File: config.mk
export PLATFORM = sky130hd
export DESIGN_NAME = control_unit
export DESIGN_NICKNAME = d
export VERILOG_FILES = /design/src/design/control_pkg.sv /design/src/design/instr_decoder.sv /design/src/design/control_fsm.sv /design/src/design/control_signal_table.sv /design/src/design/control_unit.sv
export VERILOG_INCLUDE_DIRS = /design/src /design/src/design
export SDC_FILE = /design/constraint.sdc
export NUM_CORES = 1
export LEC_CHECK = 0
export ABC_CLOCK_PERIOD_IN_PS = 4300
export BUFFER_PORTS_ARGS = -buffer_cell sky130_fd_sc_hd__buf_2
export CAP_MARGIN = 15
export CORE_ASPECT_RATIO = 1.25
export CORE_MARGIN = 3
export CORE_UTILIZATION = 35
export DETAILED_ROUTE_END_ITERATION = 10
export GPL_ROUTABILITY_DRIVEN = 1
export SLEW_MARGIN = 30
export SYNTH_ARGS = -nofsm -noshare
export SYNTH_HDL_FRONTEND = slang
export SYNTH_HIERARCHICAL = 1
export SYNTH_SLANG_ARGS = --single-unit
File: constraint.sdc
create_clock -name clk -period 4.3 [get_ports clk]
set_input_delay 0.215 -clock clk [delete_from_list [all_inputs] [get_ports clk]]
set_output_delay 0.215 -clock clk [all_outputs]
set_load 0.05 [all_outputs]
File: src/design/control_consts.svh
`ifndef CONTROL_CONSTS_SVH
`define CONTROL_CONSTS_SVH

// Instruction field widths
`define OPCODE_W 6
`define FUNCT_W 6

// Opcodes
`define R_OPCODE 6'h00
`define OPC_ADDI 6'h08

// R-type funct codes
`define FUNCT_ADD 6'h20
`define FUNCT_AND 6'h24
`define FUNCT_SUB 6'h22

// Memory read cycles before the instruction latch
`define FETCH_WAIT_CYCLES 3

// Cycles the exception code is held before entry
`define EXCEPT_WAIT_CYCLES 4

// Wide enough for the longest wait
`define WAIT_CNT_W 3

`endif

File: src/design/control_pkg.sv
`include "control_consts.svh"

package control_pkg;

    typedef logic [`OPCODE_W-1:0] opcode_t;
    typedef logic [`FUNCT_W-1:0] funct_t;
    typedef logic [`WAIT_CNT_W-1:0] wait_cnt_t;

    typedef enum logic [2:0] {
        OP_ADD,
        OP_AND,
        OP_SUB,
        OP_ADDI,
        OP_INVALID
    } decoded_op_t;

    typedef enum logic [3:0] {
        ST_FETCH,
        ST_LATCH,
        ST_DECODE,
        ST_EXEC_R,
        ST_EXEC_I,
        ST_WRITE_R,
        ST_WRITE_I,
        ST_EXC_OPCODE,
        ST_EXC_OVERFLOW,
        ST_EXC_ENTRY
    } ctrl_state_t;

    // Datapath select encodings
    typedef enum logic [2:0] {ALU_NOP = 3'd0, ALU_ADD = 3'd1, ALU_AND = 3'd2, ALU_SUB = 3'd3} alu_op_t;
    typedef enum logic [1:0] {SRC_A_PC = 2'd0, SRC_A_REG = 2'd1} alu_src_a_t;
    typedef enum logic [2:0] {
        SRC_B_REG = 3'd0, SRC_B_FOUR = 3'd1, SRC_B_IMM = 3'd2, SRC_B_BRANCH = 3'd3
    } alu_src_b_t;
    typedef enum logic [2:0] {ADDR_PC = 3'd0, ADDR_PC_HOLD = 3'd1, ADDR_EXC_VECTOR = 3'd2} iord_t;
    typedef enum logic [2:0] {PC_FROM_ALU = 3'd0, PC_FROM_EXC = 3'd3} pc_src_t;
    typedef enum logic [1:0] {DST_RT = 2'd0, DST_RD = 2'd1} reg_dst_t;
    typedef enum logic [3:0] {WB_ALU_OUT = 4'd0} mem_to_reg_t;
    typedef enum logic [1:0] {EXC_OPCODE = 2'd0, EXC_OVERFLOW = 2'd1} except_code_t;

    typedef struct packed {
        logic    pc_write;
        pc_src_t pc_src;
        logic    epc_write;
    } pc_ctrl_t;

    typedef struct packed {
        logic  mem_wr;
        iord_t iord;
        logic  ir_write;
    } mem_ctrl_t;

    typedef struct packed {
        logic       a_write;
        logic       b_write;
        alu_src_a_t alu_src_a;
        alu_src_b_t alu_src_b;
        alu_op_t    alu_op;
        logic       alu_out_write;
    } alu_ctrl_t;

    typedef struct packed {
        logic        reg_write;
        reg_dst_t    reg_dst;
        mem_to_reg_t mem_to_reg;
    } reg_ctrl_t;

endpackage

File: src/design/instr_decoder.sv
`timescale 1ns/1ps
`include "control_consts.svh"

module instr_decoder (
    input  control_pkg::opcode_t     opcode,
    input  control_pkg::funct_t      funct,
    output control_pkg::decoded_op_t decoded_op
);

    import control_pkg::*;

    always_comb begin
        decoded_op = OP_INVALID;
        case (opcode)
            `R_OPCODE: begin
                // Only the three supported ALU functs
                case (funct)
                    `FUNCT_ADD: begin
                        decoded_op = OP_ADD;
                    end
                    `FUNCT_AND: begin
                        decoded_op = OP_AND;
                    end
                    `FUNCT_SUB: begin
                        decoded_op = OP_SUB;
                    end
                    default: begin
                        decoded_op = OP_INVALID;
                    end
                endcase
            end
            `OPC_ADDI: begin
                decoded_op = OP_ADDI;
            end
            default: begin
                decoded_op = OP_INVALID;
            end
        endcase
    end

endmodule

File: src/design/control_fsm.sv
`timescale 1ns/1ps
`include "control_consts.svh"

module control_fsm (
    input  logic                     clk,
    input  logic                     reset,
    input  control_pkg::decoded_op_t decoded_op,
    input  logic                     ov,
    output control_pkg::ctrl_state_t state
);

    import control_pkg::*;

    ctrl_state_t state_next;
    wait_cnt_t   wait_cnt;
    wait_cnt_t   wait_cnt_next;
    logic        in_wait;
    logic        fetch_done;
    logic        exc_done;

    assign in_wait = (state == ST_FETCH) || (state == ST_EXC_OPCODE) ||
                     (state == ST_EXC_OVERFLOW);
    assign fetch_done = (wait_cnt == wait_cnt_t'(`FETCH_WAIT_CYCLES - 1));
    assign exc_done = (wait_cnt == wait_cnt_t'(`EXCEPT_WAIT_CYCLES - 1));

    always_comb begin
        state_next = state;
        case (state)
            ST_FETCH: begin
                if (fetch_done) begin
                    state_next = ST_LATCH;
                end
            end
            ST_LATCH: begin
                state_next = ST_DECODE;
            end
            ST_DECODE: begin
                case (decoded_op)
                    OP_ADD, OP_AND, OP_SUB: begin
                        state_next = ST_EXEC_R;
                    end
                    OP_ADDI: begin
                        state_next = ST_EXEC_I;
                    end
                    default: begin
                        state_next = ST_EXC_OPCODE;
                    end
                endcase
            end
            ST_EXEC_R: begin
                state_next = ov ? ST_EXC_OVERFLOW : ST_WRITE_R;
            end
            ST_EXEC_I: begin
                state_next = ov ? ST_EXC_OVERFLOW : ST_WRITE_I;
            end
            ST_WRITE_R, ST_WRITE_I: begin
                state_next = ST_FETCH;
            end
            ST_EXC_OPCODE, ST_EXC_OVERFLOW: begin
                if (exc_done) begin
                    state_next = ST_EXC_ENTRY;
                end
            end
            ST_EXC_ENTRY: begin
                state_next = ST_FETCH;
            end
            default: begin
                state_next = ST_FETCH;
            end
        endcase
    end

    // Counter clears whenever the next state is not the same wait
    always_comb begin
        if (in_wait && (state_next == state)) begin
            wait_cnt_next = wait_cnt + wait_cnt_t'(1);
        end else begin
            wait_cnt_next = '0;
        end
    end

    always_ff @(posedge clk) begin
        if (reset) begin
            state    <= ST_FETCH;
            wait_cnt <= '0;
        end else begin
            state    <= state_next;
            wait_cnt <= wait_cnt_next;
        end
    end

    // Counter is idle outside the wait states
    assert property (@(posedge clk) disable iff (reset)
        !in_wait |-> (wait_cnt == '0));

    assert property (@(posedge clk) disable iff (reset)
        (state == ST_EXC_ENTRY) |=> (state == ST_FETCH));

    assert property (@(posedge clk) disable iff (reset)
        state inside {ST_FETCH, ST_LATCH, ST_DECODE, ST_EXEC_R, ST_EXEC_I,
                      ST_WRITE_R, ST_WRITE_I, ST_EXC_OPCODE, ST_EXC_OVERFLOW,
                      ST_EXC_ENTRY});

endmodule

File: src/design/control_signal_table.sv
`timescale 1ns/1ps

module control_signal_table (
    input  control_pkg::ctrl_state_t  state,
    input  control_pkg::decoded_op_t  decoded_op,
    output control_pkg::pc_ctrl_t     pc_ctrl,
    output control_pkg::mem_ctrl_t    mem_ctrl,
    output control_pkg::alu_ctrl_t    alu_ctrl,
    output control_pkg::reg_ctrl_t    reg_ctrl,
    output control_pkg::except_code_t except_code
);

    import control_pkg::*;

    always_comb begin
        pc_ctrl     = '0;
        mem_ctrl    = '0;
        alu_ctrl    = '0;
        reg_ctrl    = '0;
        except_code = EXC_OPCODE;
        case (state)
            ST_FETCH: begin
                // Read strobe while memory answers
                mem_ctrl.mem_wr    = 1'b1;
                mem_ctrl.iord      = ADDR_PC;
                alu_ctrl.alu_src_a = SRC_A_PC;
                alu_ctrl.alu_src_b = SRC_B_FOUR;
                alu_ctrl.alu_op    = ALU_ADD;
            end
            ST_LATCH: begin
                mem_ctrl.iord      = ADDR_PC_HOLD;
                mem_ctrl.ir_write  = 1'b1;
                pc_ctrl.pc_write   = 1'b1;
                pc_ctrl.pc_src     = PC_FROM_ALU;
                alu_ctrl.alu_src_a = SRC_A_PC;
                alu_ctrl.alu_src_b = SRC_B_FOUR;
                alu_ctrl.alu_op    = ALU_ADD;
            end
            ST_DECODE: begin
                // Branch target formed early, operands loaded
                alu_ctrl.a_write   = 1'b1;
                alu_ctrl.b_write   = 1'b1;
                alu_ctrl.alu_src_a = SRC_A_PC;
                alu_ctrl.alu_src_b = SRC_B_BRANCH;
                alu_ctrl.alu_op    = ALU_ADD;
            end
            ST_EXEC_R: begin
                alu_ctrl.alu_src_a     = SRC_A_REG;
                alu_ctrl.alu_src_b     = SRC_B_REG;
                alu_ctrl.alu_out_write = 1'b1;
                case (decoded_op)
                    OP_AND:  alu_ctrl.alu_op = ALU_AND;
                    OP_SUB:  alu_ctrl.alu_op = ALU_SUB;
                    default: alu_ctrl.alu_op = ALU_ADD;
                endcase
            end
            ST_EXEC_I: begin
                alu_ctrl.alu_src_a     = SRC_A_REG;
                alu_ctrl.alu_src_b     = SRC_B_IMM;
                alu_ctrl.alu_op        = ALU_ADD;
                alu_ctrl.alu_out_write = 1'b1;
            end
            ST_WRITE_R: begin
                reg_ctrl.reg_write  = 1'b1;
                reg_ctrl.reg_dst    = DST_RD;
                reg_ctrl.mem_to_reg = WB_ALU_OUT;
            end
            ST_WRITE_I: begin
                reg_ctrl.reg_write  = 1'b1;
                reg_ctrl.reg_dst    = DST_RT;
                reg_ctrl.mem_to_reg = WB_ALU_OUT;
            end
            ST_EXC_OPCODE, ST_EXC_OVERFLOW, ST_EXC_ENTRY: begin
                // PC minus four feeds EPC
                mem_ctrl.iord      = ADDR_EXC_VECTOR;
                alu_ctrl.alu_src_a = SRC_A_PC;
                alu_ctrl.alu_src_b = SRC_B_FOUR;
                alu_ctrl.alu_op    = ALU_SUB;
                // Instruction is still in IR, so the cause follows from it
                except_code = (decoded_op == OP_INVALID) ? EXC_OPCODE : EXC_OVERFLOW;
                if (state == ST_EXC_ENTRY) begin
                    pc_ctrl.epc_write = 1'b1;
                    pc_ctrl.pc_write  = 1'b1;
                    pc_ctrl.pc_src    = PC_FROM_EXC;
                end
            end
            default: begin
                pc_ctrl = '0;
            end
        endcase
    end

    always_comb begin
        assert (!(pc_ctrl.pc_write && reg_ctrl.reg_write))
            else $error("pc_write and reg_write both high");
    end

endmodule

File: src/design/control_unit.sv
`timescale 1ns/1ps

module control_unit (
    input  logic                      clk,
    input  logic                      reset,
    input  control_pkg::opcode_t      opcode,
    input  control_pkg::funct_t       funct,
    input  logic                      ov,
    output control_pkg::pc_ctrl_t     pc_ctrl,
    output control_pkg::mem_ctrl_t    mem_ctrl,
    output control_pkg::alu_ctrl_t    alu_ctrl,
    output control_pkg::reg_ctrl_t    reg_ctrl,
    output control_pkg::except_code_t except_code
);

    import control_pkg::*;

    decoded_op_t decoded_op;
    ctrl_state_t state;

    instr_decoder u_decoder (
        .opcode     (opcode),
        .funct      (funct),
        .decoded_op (decoded_op)
    );

    control_fsm u_fsm (
        .clk        (clk),
        .reset      (reset),
        .decoded_op (decoded_op),
        .ov         (ov),
        .state      (state)
    );

    // Moore outputs straight from the registered state
    control_signal_table u_table (
        .state       (state),
        .decoded_op  (decoded_op),
        .pc_ctrl     (pc_ctrl),
        .mem_ctrl    (mem_ctrl),
        .alu_ctrl    (alu_ctrl),
        .reg_ctrl    (reg_ctrl),
        .except_code (except_code)
    );

endmodule

==> impl_metrics.csv, run 1 <==
group,metric,value,unit
outcome,status,"finished clean",
sta,worst_pin_slew,0.790,ns
power_and_ir_drop,p_total,0.718,mW
grt,grt_max_degree,26,
detailed_routing,vias,911,
critical_path,setup.worst_path.start,"u_fsm/state[2]",
min_path,hp-start,"reset",
critical_path,start_kind,"register",
floorplanning,start_util,38.4,%
detailed_routing,top_layer_used,"met4",
synthesis,yosysTopAreaCell,"dfxtp_1",
grt,grt_usage,12.3,%
detailed_routing,dr.pass1.iters,4,
detailed_routing,met2_length,1020,um
critical_path,endpoint_kind,"output pin",
critical_path,slowest_stage,"dfxtp_1",
detailed_routing,drtAntennaViolNets,0,
placed_design,place_ws,2.24,ns
detailed_routing,drtIter0Drc,25,
synthesis,synth.avg_cell_area,7.59,um^2
grt,grt_first_pass_wirelength,3350,um
synthesis,yosysSeqAreaShare,14.4,%
placed_design,place.gp.congestion,0.846,
cells_and_area,drive_above_1_share,30.1,%
cells_and_area,final_net_count,172,
clocking,clock_latency,0.24,ns
cells_and_area,utilization,41.9,%
floorplanning,ios,45,
clocking,postCtsSetupBuffers,0,
grt,antenna_found_initial,0,
synthesis,ys_warn_count,6,
clocking,cts-resized-gates,0,
synthesis,ys_ff_latch,7,
floorplanning,die-area,3450,um^2
cells_and_area,final_cells,186,
sta,setup_ws,2.11,ns
detailed_routing,post_drt_wl_per_cell,10.9,um
critical_path,crit_path_max_fanout,25,
critical_path,r2r_end,"u_fsm/wait_cnt[1]",
clocking,clockRootBuffer,"clkbuf_4",
power_and_ir_drop,powerDensity,679,nW/um^2
synthesis,yosysUniqueCellTypes,41,
sta,min_period,2.19,ns
placed_design,place.port_buffers,33,
synthesis,async_reset_ff_share,0,%
synthesis,synth_area,971,um^2
critical_path,crit_type,"register to output pin",
power_and_ir_drop,p_leak,0.497,nW
clocking,cts_buffers,3,
synthesis,synth.most_common_cell,"buf_4",
min_path,min_delay_path_depth,2,
clocking,h-tree-depth,1,
grt,grt_pass1_vias,811,
floorplanning,rows,20,
clocking,cts_sinks,7,
sta,max_slew_margin,47.3,%
synthesis,ys.flop_type,"dfxtp_1",
power_and_ir_drop,max-vdd-ir-drop,0.000600,V
detailed_routing,drc_errors,0,
critical_path,worst_ep_required_time,4.09,ns
placed_design,dp_hpwl,1570,um
cells_and_area,num_antenna_cells,0,
synthesis,synth_cells,128,
critical_path,cp_cell_sequence,"nand2b_1, o2bb2a_4, o41ai_2, buf_2",
synthesis,synthTopCellsByArea,"dfxtp_1 14%, buf_4 11%, buf_6 7.0%, a21oi_1 6.7%, nor4b_4 4.9%",
clocking,cts_tree,"yes",
synthesis,synthTopCellsByCount,"14 x buf_4, 13 x a21oi_1, 12 x nor2_1, 10 x nand2_1, 8 x nor3_1",
min_path,hold_end,"u_fsm/state[0]",
critical_path,r2r_start,"u_fsm/state[2]",
critical_path,cpPeakStageDelay,0.83,ns
floorplanning,die_width,53.1,um
sta,min_period_over_period,50.9,%
synthesis,synth-edff-count,0,
grt,grt-ovfl-total,0,
floorplanning,core,2530,um^2
placed_design,place_inst,182,
critical_path,reg2reg_setup_slack,2.34,ns
sta,final-hold-violation-count,0,
sta,setup_viol,0,
sta,slew_violations,0,
detailed_routing,drt_wl_total,2030,um
synthesis,synth_top_area_share,14.4,%
critical_path,critPathArrivalTime,1.98,ns
cells_and_area,area_delta_synth_final,9.02,%
job,drv_cap,0,
clocking,clk_pin_slew_worst_paths,0.05,ns
sta,max_freq,0.456,GHz
clocking,postCtsHoldBufs,0,
detailed_routing,viasPerCell,4.90,
detailed_routing,route.met3.wl,143,um
floorplanning,die_y,64.9,um
detailed_routing,wl_met1,846,um
sta,finClkSkew,0.000698,ns
clocking,cts_buffer_depth,2,
sta,rsz0062_at_grt,"false",
min_path,hp-class,"primary input to register",
sta,tns,0,ns
critical_path,r2r_cells,4,
==> kinds of logic after synthesis <==
kind of cell	synth area share, %
fa+ha+maj	3.87
simple gates	34.4
xor+xnor	2.71
compound gates	23.1
other cells	0.386
flops	14.4
buf+inv	21.1
==> through the flow <==
step	hold WS [ns]	instance area [um^2]
after floorplan	0.284	1010
final	0.225	1060
after global placement	0.479	1030
after CTS	0.224	1060
after detailed placement	0.479	1030
after global routing	0.243	1060
==> placed cells by master, fill, tap and decap left out, types with 2 or more instances in the layout <==
| cell | count |
|---|---|
| a21oi_1 | 13 |
| a31oi_1 | 4 |
| and3_1 | 3 |
| buf_2 | 33 |
| clkbuf_4 | 3 |
| conb_1 | 11 |
| dfxtp_1 | 7 |
| ha_1 | 3 |
| inv_1 | 6 |
| nand2_1 | 10 |
| nand2b_1 | 4 |
| nor2_1 | 12 |
| nor2b_1 | 3 |
| nor3_1 | 8 |
| nor4b_4 | 2 |
| o21ai_0 | 2 |
| o22ai_1 | 2 |
| or2_1 | 2 |
| or3_1 | 3 |
| xnor2_1 | 2 |
==> worst max-delay path by stage <==
| stage | end | depth (start not counted) |
|---|---|---|
| 6_report | alu_ctrl[2] | 4 |
| 5_1_grt | except_code[0] | 4 |
| 4_1_cts | alu_ctrl[2] | 4 |
| 3_5_place_dp | alu_ctrl[1] | 8 |
| 3_3_place_gp | alu_ctrl[1] | 8 |
| 2_1_floorplan | alu_ctrl[10] | 3 |
==> area by class of cell <==
type | count | area, um^2
fill | 282 | 1470
clock buffer | 4 | 26.3
tap | 33 | 41.3
sequential | 7 | 140
timing repair buffer | 33 | 165
inverter | 6 | 22.5
multi-input combinational | 103 | 663
==> metal layers <==
layer,track usage (%),up-vias
met2,22.4,33
met3,2.76,2
li1,-,474
met4,1.92,0
met1,14.5,402
met5,0,-
==> power breakdown <==
part	switching, mW	internal, mW	leakage (nW)
sequential	0.0792	0.0858	0.0570
clock	0.0214	0.0352	0.0150
combinational	0.348	0.149	0.425
==> worst max-delay path: cells and delay by family, from the launching register on <==
family / cells / cell delay [ns]
flops: 1 / 0.83
buf+inv: 1 / 0.31
compound gates: 2 / 0.34
simple gates: 1 / 0.25
==> sequential cells by signal (all words and copies together) (netlist names) <==
name	count
u_fsm/state	4
u_fsm/wait_cnt	3
(Power assumes the default switching activity.)
==> run 2, diff against run 1 <==
ABC_CLOCK_PERIOD_IN_PS = 2000   (was 4300)
PLACE_DENSITY = 0.65   (was not set)
clock period = 2 ns   (was 4.3 ns; I/O delays follow)
==> impl_metrics.csv, run 2 (synthesized netlist as in run 1, its figures left out) <==
group,metric,value,unit
outcome,status,"finished clean",
sta,final-hold-violation-count,0,
critical_path,endpoint_kind,"output pin",
sta,setup_viol,0,
floorplanning,die_width,53.1,um
clocking,h-tree-depth,1,
clocking,clk_pin_slew_worst_paths,0.05,ns
power_and_ir_drop,max-vdd-ir-drop,0.00115,V
grt,grt_first_pass_wirelength,3280,um
grt,grt_max_degree,15,
cells_and_area,top_register,"u_fsm/state",
clocking,postCtsSetupBuffers,0,
clocking,clockRootBuffer,"clkbuf_4",
cells_and_area,multi_input_area,681,um^2
cells_and_area,fillerInstances,278,
placed_design,dp_hpwl,1750,um
power_and_ir_drop,p_seq_share,18.6,%
critical_path,critical_path_buf_inv_count,2,
cells_and_area,largest_reg_flops,4,
cells_and_area,num_antenna_cells,0,
critical_path,cp_cell_sequence,"buf_2, nor4b_4, a31oi_1, nor2_1, or2b_1, o41ai_1, a21oi_1, buf_2",
power_and_ir_drop,switchingPower,0.991,mW
min_path,hp-class,"primary input to register",
sta,holdWs,0.0978,ns
critical_path,cp_top_family,"simple AND/OR/NAND/NOR gates",
placed_design,place.gp.congestion,0.730,
power_and_ir_drop,pwr-share-comb,73.8,%
cells_and_area,final_common_cell,"buf_2",
detailed_routing,drtIter0Drc,31,
clocking,cts_tree,"yes",
detailed_routing,post_drt_wl_per_cell,11.2,um
critical_path,cpPeakStageDelay,0.31,ns
cells_and_area,drive_above_1_share,36.1,%
power_and_ir_drop,p_clk_share,7.6,%
sta,min_period,1.83,ns
critical_path,start_kind,"primary input",
sta,min_period_over_period,91.5,%
power_and_ir_drop,switching_share,60.8,%
critical_path,crit_type,"primary input to output pin",
critical_path,critPathArrivalTime,1.73,ns
sta,rsz0062_at_grt,"false",
detailed_routing,viasPerCell,5.04,
floorplanning,die-area,3450,um^2
grt,antenna_found_initial,0,
clocking,cts_buffers,3,
detailed_routing,dr.pass1.iters,4,
detailed_routing,vias,963,
cells_and_area,reg_top3,"u_fsm/state x4, u_fsm/wait_cnt x3",
critical_path,slowest_stage,"nor4b_4",
cells_and_area,regArea,144,um^2
detailed_routing,drt_wl_total,2140,um
cells_and_area,final_net_count,177,
clocking,cts_sinks,7,
cells_and_area,final_cells,191,
placed_design,place_inst,187,
sta,finClkSkew,0.00154,ns
sta,slew_violations,0,
grt,grt_pass1_vias,794,
cells_and_area,area_delta_synth_final,15.1,%
floorplanning,start_util,38.4,%
power_and_ir_drop,p_int,0.639,mW
critical_path,crit_path_max_fanout,5,
sta,tns,0,ns
placed_design,place.port_buffers,33,
floorplanning,core,2530,um^2
detailed_routing,drtAntennaViolNets,0,
sta,max_freq,0.546,GHz
sta,max_slew_margin,65.4,%
critical_path,crit_path_frequent_cell,"buf_2",
power_and_ir_drop,p_leak,0.534,nW
job,drv_cap,0,
critical_path,worst_ep_required_time,1.90,ns
power_and_ir_drop,powerDensity,1460,nW/um^2
clocking,cts_buffer_depth,2,
cells_and_area,final_cell_mix,"33 x buf_2, 13 x a21oi_1, 12 x nor2_1",
detailed_routing,drc_errors,0,
grt,grt-ovfl-total,0,
clocking,clock_latency,0.24,ns
floorplanning,ios,45,
sta,worst_pin_slew,0.519,ns
floorplanning,die_y,64.9,um
floorplanning,rows,20,
grt,grt_usage,12.0,%
-- run 2: cell count changes in the layout (fill, tap and decap cells not counted) --
cell and delta:
buf_4 +5, dfxtp_1 -3, dfxtp_2 +3, nor3_1 -1
nor3_2 +1, nor4_1 -1, nor4_2 +1, nor4b_1 -1
nor4b_2 +1
-- run 2: path summary, 6_finish.rpt --
path / startpoint / slack [ns] / endpoint / cells after the start
max: funct[0] / 0.17 / alu_ctrl[1] / 8
min: reset / 0.1 / u_fsm/state[2] / 2
max reg2reg: u_fsm/state[3] / 0.34 / u_fsm/wait_cnt[0] / 4
min reg2reg: u_fsm/wait_cnt[0] / 0.56 / u_fsm/wait_cnt[0] / 2
-- run 2: per-stage QoR --
stage / total power [mW] / area (um^2) / setup WS, ns / util (%)
after floorplan: 1.36 / 1030 / 0.00126 / -
after global placement: 1.48 / 1090 / 0.214 / 43.0
after detailed placement: 1.50 / 1090 / 0.161 / 43.0
after CTS: 1.64 / 1110 / 0.0391 / 44.1
after global routing: 1.77 / 1120 / 0.0236 / 44.2
final: 1.63 / 1120 / 0.170 / 44.2
-- run 2: final cells by class --
| class | instances | area share, % |
|---|---|---|
| repair buffers | 38 | 18.1 |
| clock buffers | 4 | 2.35 |
| inverters | 6 | 2.02 |
| well taps | 33 | 3.70 |
| flip-flops and latches | 7 | 12.9 |
| multi-input cells | 103 | 60.9 |
-- run 2: power by group through the flow --
stage | combinational [mW] | clock, mW | sequential, mW
after CTS | 1.20 | 0.133 | 0.298
final | 1.20 | 0.123 | 0.303
after detailed placement | 1.20 | 0 | 0.300
after global placement | 1.18 | 0 | 0.295
after floorplan | 1.14 | 0 | 0.223
after global routing | 1.31 | 0.144 | 0.316
-- run 2: layer usage --
metal	part of all wire [%]	wire [um]	track usage, %
met5	0	0	0
met4	0.19	4	2.88
met3	7.4	158	1.38
met2	53	1130	22.2
met1	39	844	14.1
-- run 2: timing repair --
| action | 4_1_cts | 5_1_grt |
|---|---|---|
| resized for setup | 0 | 3 |
| setup endpoints to repair | 0 | 5 |
| hold buffers | 0 | 0 |
| endpoints found under the hold margin | 0 | 0 |
